<file path="src/pcie_rc_pkg.sv">
// Stream widths, completion TLP field positions, channel encoding and route states

package pcie_rc_pkg;

  // Stream widths of the 256-bit PCIe user interface
  localparam int tlp_data_w = 256;
  localparam int tlp_keep_w = tlp_data_w / 32;
  localparam int rc_user_w  = 75;

  typedef logic [tlp_data_w-1:0] tlp_data_t;
  typedef logic [tlp_keep_w-1:0] tlp_keep_t;
  typedef logic [rc_user_w-1:0]  rc_user_t;

  // Descriptor channels
  // 0 ch0 host-to-card, 1 ch0 card-to-host, 2 ch1 host-to-card, 3 ch1 card-to-host
  localparam int num_bd_chan = 4;

  typedef logic [$clog2(num_bd_chan)-1:0] bd_chan_t;

  // First beat of a completion carries the BD marker and channel tag
  localparam int bd_flag_bit = 68;
  localparam int bd_chan_lsb = 66;

  // Packet tracker states
  typedef enum logic [1:0] {
    IDLE,
    BD_BODY,
    BYPASS_BODY
  } rc_route_e;

endpackage

</file>
<file path="src/dma_reg_pkg.sv">
// DMA software-pointer register map and pointer field layout

package dma_reg_pkg;

  localparam int sw_ptr_w     = 27;
  localparam int reg_offset_w = 16;

  typedef logic [sw_ptr_w-1:0]     sw_ptr_t;
  typedef logic [reg_offset_w-1:0] reg_offset_t;

  // Pointer value sits in bits 159:133 of a register write beat
  localparam int sw_ptr_lsb = 133;

  // Software-pointer register offsets, compared against bits 15:0 of the beat
  localparam reg_offset_t ch0_s2c_ptr_offset = 16'h000c;
  localparam reg_offset_t ch0_c2s_ptr_offset = 16'h200c;
  localparam reg_offset_t ch1_s2c_ptr_offset = 16'h010c;
  localparam reg_offset_t ch1_c2s_ptr_offset = 16'h210c;

endpackage

</file>
<file path="src/rc_pkt_tracker.sv">
// Completion packet tracker FSM holding the BD or bypass route across a packet
`timescale 1ns/1ps

module rc_pkt_tracker (
  input  logic                   user_clk,
  input  logic                   user_reset,
  input  logic                   rc_beat_accept,
  input  logic                   rc_tlast,
  input  pcie_rc_pkg::tlp_data_t rc_tdata,
  output logic                   route_bd,
  output pcie_rc_pkg::bd_chan_t  route_chan
);

  pcie_rc_pkg::rc_route_e state;
  pcie_rc_pkg::rc_route_e state_next;
  pcie_rc_pkg::bd_chan_t  chan_q;
  logic                   first_bd;
  pcie_rc_pkg::bd_chan_t  first_chan;

  // Only meaningful on the first beat of a packet
  assign first_bd   = rc_tdata[pcie_rc_pkg::bd_flag_bit];
  assign first_chan = rc_tdata[pcie_rc_pkg::bd_chan_lsb +: $bits(pcie_rc_pkg::bd_chan_t)];

  always_comb
  begin
    state_next = state;
    case (state)
      pcie_rc_pkg::IDLE:
      begin
        // Single-beat packets never leave IDLE
        if (rc_beat_accept && !rc_tlast)
        begin
          state_next = first_bd ? pcie_rc_pkg::BD_BODY : pcie_rc_pkg::BYPASS_BODY;
        end
      end
      default:
      begin
        if (rc_beat_accept && rc_tlast)
        begin
          state_next = pcie_rc_pkg::IDLE;
        end
      end
    endcase
  end

  always_ff @(posedge user_clk)
  begin
    if (user_reset)
    begin
      state  <= pcie_rc_pkg::IDLE;
      chan_q <= '0;
    end
    else
    begin
      state <= state_next;
      if (state == pcie_rc_pkg::IDLE && rc_beat_accept)
      begin
        chan_q <= first_chan;
      end
    end
  end

  // First beat decodes live, later beats replay the stored decision
  always_comb
  begin
    case (state)
      pcie_rc_pkg::BD_BODY:
      begin
        route_bd   = 1'b1;
        route_chan = chan_q;
      end
      pcie_rc_pkg::BYPASS_BODY:
      begin
        route_bd   = 1'b0;
        route_chan = chan_q;
      end
      default:
      begin
        route_bd   = first_bd;
        route_chan = first_chan;
      end
    endcase
  end

endmodule

</file>
<file path="src/rc_steer.sv">
// Completion steering data path to the bypass or one BD channel, with ready select
`timescale 1ns/1ps

module rc_steer (
  input  logic                                rc_tvalid,
  output logic                                rc_tready,
  input  logic                                rc_tlast,
  input  pcie_rc_pkg::tlp_keep_t              rc_tkeep,
  input  pcie_rc_pkg::tlp_data_t              rc_tdata,
  input  pcie_rc_pkg::rc_user_t               rc_tuser,
  input  logic                                route_bd,
  input  pcie_rc_pkg::bd_chan_t               route_chan,
  output logic                                rc_beat_accept,
  output logic                                bp_tvalid,
  input  logic                                bp_tready,
  output logic                                bp_tlast,
  output pcie_rc_pkg::tlp_keep_t              bp_tkeep,
  output pcie_rc_pkg::tlp_data_t              bp_tdata,
  output pcie_rc_pkg::rc_user_t               bp_tuser,
  output logic [pcie_rc_pkg::num_bd_chan-1:0] bd_tvalid,
  input  logic [pcie_rc_pkg::num_bd_chan-1:0] bd_tready,
  output logic                                bd_tlast,
  output pcie_rc_pkg::tlp_data_t              bd_tdata
);

  logic [pcie_rc_pkg::num_bd_chan-1:0] chan_onehot;
  logic [pcie_rc_pkg::num_bd_chan-1:0] bd_sel;

  assign chan_onehot = (pcie_rc_pkg::num_bd_chan)'(1) << route_chan;
  assign bd_sel      = {pcie_rc_pkg::num_bd_chan{route_bd}} & chan_onehot;

  // Valids are qualified by the route so that only one sink sees the beat
  assign bp_tvalid = rc_tvalid & ~route_bd;
  assign bd_tvalid = bd_sel & {pcie_rc_pkg::num_bd_chan{rc_tvalid}};

  // Ready comes only from the selected sink, so a stalled sink holds the input
  assign rc_tready = route_bd ? |(bd_sel & bd_tready) : bp_tready;

  assign rc_beat_accept = rc_tvalid & rc_tready;

  // Payload fans out unmasked; the valids tell the sinks which beat is theirs
  assign bp_tlast = rc_tlast;
  assign bp_tkeep = rc_tkeep;
  assign bp_tdata = rc_tdata;
  assign bp_tuser = rc_tuser;

  assign bd_tlast = rc_tlast;
  assign bd_tdata = rc_tdata;

endmodule

</file>
<file path="src/sw_ptr_snoop.sv">
// Software-pointer registers of the four DMA channels, loaded from snooped CQ writes
`timescale 1ns/1ps

module sw_ptr_snoop (
  input  logic                   user_clk,
  input  logic                   user_reset,
  input  logic                   cq_tvalid,
  input  logic                   cq_tready,
  input  pcie_rc_pkg::tlp_data_t cq_tdata,
  output dma_reg_pkg::sw_ptr_t   ch0_s2c_sw_ptr,
  output dma_reg_pkg::sw_ptr_t   ch0_c2s_sw_ptr,
  output dma_reg_pkg::sw_ptr_t   ch1_s2c_sw_ptr,
  output dma_reg_pkg::sw_ptr_t   ch1_c2s_sw_ptr
);

  dma_reg_pkg::reg_offset_t cq_offset;
  dma_reg_pkg::sw_ptr_t     cq_ptr;

  assign cq_offset = cq_tdata[$bits(dma_reg_pkg::reg_offset_t)-1:0];
  assign cq_ptr    = cq_tdata[dma_reg_pkg::sw_ptr_lsb +: $bits(dma_reg_pkg::sw_ptr_t)];

  always_ff @(posedge user_clk)
  begin
    if (user_reset)
    begin
      ch0_s2c_sw_ptr <= '0;
      ch0_c2s_sw_ptr <= '0;
      ch1_s2c_sw_ptr <= '0;
      ch1_c2s_sw_ptr <= '0;
    end
    else if (cq_tvalid && cq_tready)
    begin
      // Unlisted offsets leave every pointer untouched
      case (cq_offset)
        dma_reg_pkg::ch0_s2c_ptr_offset: ch0_s2c_sw_ptr <= cq_ptr;
        dma_reg_pkg::ch0_c2s_ptr_offset: ch0_c2s_sw_ptr <= cq_ptr;
        dma_reg_pkg::ch1_s2c_ptr_offset: ch1_s2c_sw_ptr <= cq_ptr;
        dma_reg_pkg::ch1_c2s_ptr_offset: ch1_c2s_sw_ptr <= cq_ptr;
        default:
        begin
        end
      endcase
    end
  end

endmodule

</file>
<file path="src/rc_cq_top.sv">
// Receive side top: completion tracker and steering plus CQ software-pointer snoop
`timescale 1ns/1ps

module rc_cq_top (
  input  logic                                user_clk,
  input  logic                                user_reset,

  // Requester completions from the PCIe endpoint
  input  logic                                rc_tvalid,
  output logic                                rc_tready,
  input  logic                                rc_tlast,
  input  pcie_rc_pkg::tlp_keep_t              rc_tkeep,
  input  pcie_rc_pkg::tlp_data_t              rc_tdata,
  input  pcie_rc_pkg::rc_user_t               rc_tuser,

  // Non-BD completions toward the response queue
  output logic                                bp_tvalid,
  input  logic                                bp_tready,
  output logic                                bp_tlast,
  output pcie_rc_pkg::tlp_keep_t              bp_tkeep,
  output pcie_rc_pkg::tlp_data_t              bp_tdata,
  output pcie_rc_pkg::rc_user_t               bp_tuser,

  // BD completions, one valid and ready per channel
  output logic [pcie_rc_pkg::num_bd_chan-1:0] bd_tvalid,
  input  logic [pcie_rc_pkg::num_bd_chan-1:0] bd_tready,
  output logic                                bd_tlast,
  output pcie_rc_pkg::tlp_data_t              bd_tdata,

  // Completer requests, observed only
  input  logic                                cq_tvalid,
  input  logic                                cq_tready,
  input  pcie_rc_pkg::tlp_data_t              cq_tdata,

  output dma_reg_pkg::sw_ptr_t                ch0_s2c_sw_ptr,
  output dma_reg_pkg::sw_ptr_t                ch0_c2s_sw_ptr,
  output dma_reg_pkg::sw_ptr_t                ch1_s2c_sw_ptr,
  output dma_reg_pkg::sw_ptr_t                ch1_c2s_sw_ptr
);

  logic                  route_bd;
  pcie_rc_pkg::bd_chan_t route_chan;
  logic                  rc_beat_accept;

  rc_pkt_tracker tracker_i (
    .user_clk       (user_clk),
    .user_reset     (user_reset),
    .rc_beat_accept (rc_beat_accept),
    .rc_tlast       (rc_tlast),
    .rc_tdata       (rc_tdata),
    .route_bd       (route_bd),
    .route_chan     (route_chan)
  );

  rc_steer steer_i (
    .rc_tvalid      (rc_tvalid),
    .rc_tready      (rc_tready),
    .rc_tlast       (rc_tlast),
    .rc_tkeep       (rc_tkeep),
    .rc_tdata       (rc_tdata),
    .rc_tuser       (rc_tuser),
    .route_bd       (route_bd),
    .route_chan     (route_chan),
    .rc_beat_accept (rc_beat_accept),
    .bp_tvalid      (bp_tvalid),
    .bp_tready      (bp_tready),
    .bp_tlast       (bp_tlast),
    .bp_tkeep       (bp_tkeep),
    .bp_tdata       (bp_tdata),
    .bp_tuser       (bp_tuser),
    .bd_tvalid      (bd_tvalid),
    .bd_tready      (bd_tready),
    .bd_tlast       (bd_tlast),
    .bd_tdata       (bd_tdata)
  );

  sw_ptr_snoop snoop_i (
    .user_clk       (user_clk),
    .user_reset     (user_reset),
    .cq_tvalid      (cq_tvalid),
    .cq_tready      (cq_tready),
    .cq_tdata       (cq_tdata),
    .ch0_s2c_sw_ptr (ch0_s2c_sw_ptr),
    .ch0_c2s_sw_ptr (ch0_c2s_sw_ptr),
    .ch1_s2c_sw_ptr (ch1_s2c_sw_ptr),
    .ch1_c2s_sw_ptr (ch1_c2s_sw_ptr)
  );

endmodule

</file>
<file path="config.mk">
export PLATFORM = sky130hd
export DESIGN_NAME = rc_cq_top
export DESIGN_NICKNAME = d
export VERILOG_FILES = /design/src/pcie_rc_pkg.sv /design/src/dma_reg_pkg.sv /design/src/rc_pkt_tracker.sv /design/src/rc_steer.sv /design/src/sw_ptr_snoop.sv /design/src/rc_cq_top.sv
export SDC_FILE = /design/constraint.sdc
export NUM_CORES = 1
export LEC_CHECK = 0
export BUFFER_PORTS_ARGS = -buffer_cell sky130_fd_sc_hd__buf_2
export CAP_MARGIN = 20
export CELL_PAD_IN_SITES_DETAIL_PLACEMENT = 1
export CELL_PAD_IN_SITES_GLOBAL_PLACEMENT = 2
export CORE_AREA = 2 2 508 510
export CTS_CLUSTER_DIAMETER = 200
export DETAILED_ROUTE_END_ITERATION = 7
export DIE_AREA = 0 0 510 512
export PLACE_DENSITY = 0.3
export RECOVER_POWER = 25
export SKIP_LAST_GASP = 1
export SLEW_MARGIN = 20
export SYNTH_ARGS = -nofsm -noshare
export SYNTH_HDL_FRONTEND = slang
export SYNTH_SLANG_ARGS = --single-unit
</file>
<file path="constraint.sdc">
create_clock -name user_clk -period 2.1 [get_ports user_clk]
set_clock_uncertainty 0.05 [all_clocks]
set_input_delay 0.105 -clock user_clk [delete_from_list [all_inputs] [get_ports user_clk]]
set_output_delay 0.105 -clock user_clk [all_outputs]
set_load 0.1 [all_outputs]
</file>
==> run metrics <==
status complete, but fails checks; failing checks setup timing; final WL 69.74 mm; final global-route overflow total 0; area share of the largest cell type after synthesis 0.5096; ANT nets after route 0; first-pass GRT wire length 80.61 mm; R2R Path Start tracker_i.state[1]$_SDFFE_PP0P_; CTS max path bufs 2; RR Endpoint tracker_i.state[1]$_SDFFE_PP0P_; WP buf/inv 2; share of layout cells above drive strength 1 0.4094; clk_lat worst skew 0.44 ns; Site Rows between 150 and 200; Stages on worst setup path 7; ys async rst share 0; Worst Setup EP rc_tready; cell area power density 489.0 nW/um^2; YS warnings 0; Chip Width between 500 and 600 microns; largest net degree at the start of global routing 72; Detail Placement HPWL 60.39 mm; leakage power 3.013 nW; number of global-route vias before repair 5055; Worst Setup SP tracker_i.state[0]$_SDFFE_PP0P_; total of max-cap violations 0; Post-Syn Nets 1609; Starting Density 0.03456; DP Area 9738 sq um; Via density between 1 and 1.5; Synth Instances 1001; Final GP Congestion 0.6592; Cell Chain, Critical Path inv_2 > ha_4 > mux2_4 > mux2i_4 > mux2_4 > o21ai_4 > buf_12; Avg Inst Size Synth 8.830 sq um; sequential share of the synthesized area 0.2537; cell taking the most area after synthesis buf_4; worst slew pin tran 0.7142 ns; Final Setup Violations 10; synth unique cells 39; fin area 10480 sq um; Slew Limit Fails 0; R2R setup slack -0.11 ns; Worst-path clk slew 0.12 ns; worst path required time 1.95 ns; Synth Cell Area roughly 8800 sq um; worst relative slew slack 0.5272; # IOs 1317; die footprint 261100 sq um; drt first pass iters 4; Final nets 1238; CP peak stage delay 0.35 ns; min cycle time layout 2.431 ns; TNS Setup -1.685 ns; Iter 0 DRT Violations 232; Final Hold Fails 0; Clock H-tree levels 3; DR vias about 4.8k; CTS Sinks 112; fmax 411.4 MHz; Worst Setup Path Type reg -> out; DIE HEIGHT between 500 and 600 microns; synth-to-layout area growth 18.62%; RSZ-0062 raised after global routing true; most area-consuming cells after synthesis buf_4, dfxtp_1, mux2i_1; routed len/inst 17.34 microns; worst reg-to-reg path cell count 10; CP arrival 2.28 ns; antenna violations before repair 9; worst min-delay path category in -> reg; critical path's most frequent cell mux2_4; Crit. End Element output port; maximum vdd drop around 0.00038 V; DRC errors left 0; CTS Root Cell clkbuf_16; Post-synth EDFFs 0; cell family with most CP delay multiplexers; critical path's slowest cell dfxtp_2; CTS tree yes; CP Max Fanout 3; Port Buffers between 150 and 200; CP startpoint kind flop; fin worst setup slack -0.3307 ns; register bit total from synthesis 112; Post-synth top flop dfxtp_1; GRT Total Usage 0.05127; Worst Min Path Start cq_tdata[133]; Core Box Area 255800 sq um; Num CTS Buffers 9; final worst path period share 1.157
state kept, by name, summed over array words and instances (netlist names):
register	cells
tracker_i.chan_q	2
snoop_i.ch0_c2s_sw_ptr	27
snoop_i.ch1_s2c_sw_ptr	27
tracker_i.state	2
snoop_i.ch0_s2c_sw_ptr	27
snoop_i.ch1_c2s_sw_ptr	27
per-stage QoR:
| stage | util | power (mW) | hold WS, ns | worst slack [ns] | std cells |
|---|---|---|---|---|---|
| CTS | 0.04073 | 5.296 | 0.003028 | -0.4143 | 4018 |
| floorplan | - | 7.836 | 0.1989 | -0.2814 | 1001 |
| finish | 0.04099 | 5.126 | 0.02937 | -0.3307 | 4022 |
| global placement | 0.03807 | 2.867 | 0.1607 | -0.1145 | 3971 |
| detailed placement | 0.03807 | 2.857 | 0.1607 | -0.09928 | 3971 |
| global route | 0.04097 | 5.398 | 0.04158 | -0.4340 | 4020 |
power by group:
| group | switching (mW) | total [mW] | leakage, nW | internal [mW] |
|---|---|---|---|---|
| clock | 1.31 | 2.17 | 0.146 | 0.863 |
| sequential | 0.00859 | 2.14 | 0.903 | 2.13 |
| combinational | 0.475 | 0.813 | 1.96 | 0.338 |
layout make-up:
cell class | count | area [sq um]
fillers | 30360 | 245300
well taps | 3384 | 4234
multi-input cells | 264 | 2052
repair buffers | 241 | 1628
diodes | 3 | 7.507
flip-flops and latches | 112 | 2245
inverters | 2 | 7.507
clock inverters | 7 | 85.08
clock buffers | 9 | 225.2
tightest hold or removal path: cells and delay by family:
family,cells,cell delay (ns)
buffers and inverters,1,0.19
multiplexers,1,0.16
AND/OR/NAND/NOR,1,0.05
how the worst min path moves through the flow:
stage | end | slack, ns | cells past startpoint
floorplan | snoop_i.ch1_c2s_sw_ptr[0]$_SDFFE_PP0P_ | 0.20 | 2
global placement | bp_tkeep[2] | 0.16 | 0
detailed placement | bp_tkeep[2] | 0.16 | 0
CTS | snoop_i.ch0_s2c_sw_ptr[2]$_SDFFE_PP0P_ | 0.003 | 3
global route | snoop_i.ch0_c2s_sw_ptr[4]$_SDFFE_PP0P_ | 0.04 | 3
finish | snoop_i.ch1_s2c_sw_ptr[0]$_SDFFE_PP0P_ | 0.03 | 3
cells by family after synthesis:
kind of cell	after synthesis	share of synthesized area
buffers and inverters	625	0.5302
DFF	112	0.2537
and+or+nand+nor	139	0.07474
AOI/OAI and AO/OA	8	0.008069
adders and majority gates	2	0.002831
muxes	115	0.1305
cell usage after synthesis, types with 2 or more instances:
cell      number
mux2i_1      113
nor4_1         2
nand2b_1       2
dfxtp_1      112
buf_4        600
nor2_1       112
buf_6          4
mux2_2         2
a31oi_1        2
buf_12         2
ha_1           2
inv_1          2
o311ai_1       2
buf_8          2
nand4b_1       2
nand2_1        3
o21ai_1        2
nor3b_2        2
clkbuf_1      13
routing by layer:
metal | routed length, microns | share of wire | vias up | track usage
met5 | 52 | 0.00075 | - | 0.001296
met4 | 7471 | 0.11 | 4 | 0.05126
met3 | 20000 | 0.29 | 373 | 0.06696
met2 | 29190 | 0.42 | 588 | 0.07480
met1 | 13030 | 0.19 | 1973 | 0.02682
li1 | - | - | 1833 | -
timing repair:
action,CTS,global route
hold buffers,27,0
setup buffers,5,2
gates cloned,0,0
pin swaps,6,4
hold endpoints to repair,97,0
gates resized for setup,18,11
setup endpoints to repair,9,10
placed cells by master (no fill, tap or decap), drive strengths merged, types with 4 or more instances in the layout:
master | synthesis | routed
mux2i | 113 | 113
clkinv | 0 | 4
dfxtp | 112 | 112
nor2 | 112 | 112
dlygate4sd3 | 0 | 27
inv | 2 | 4
buf | 609 | 214
clkbuf | 14 | 9
Note: power is estimated with default switching activity, not from simulation.
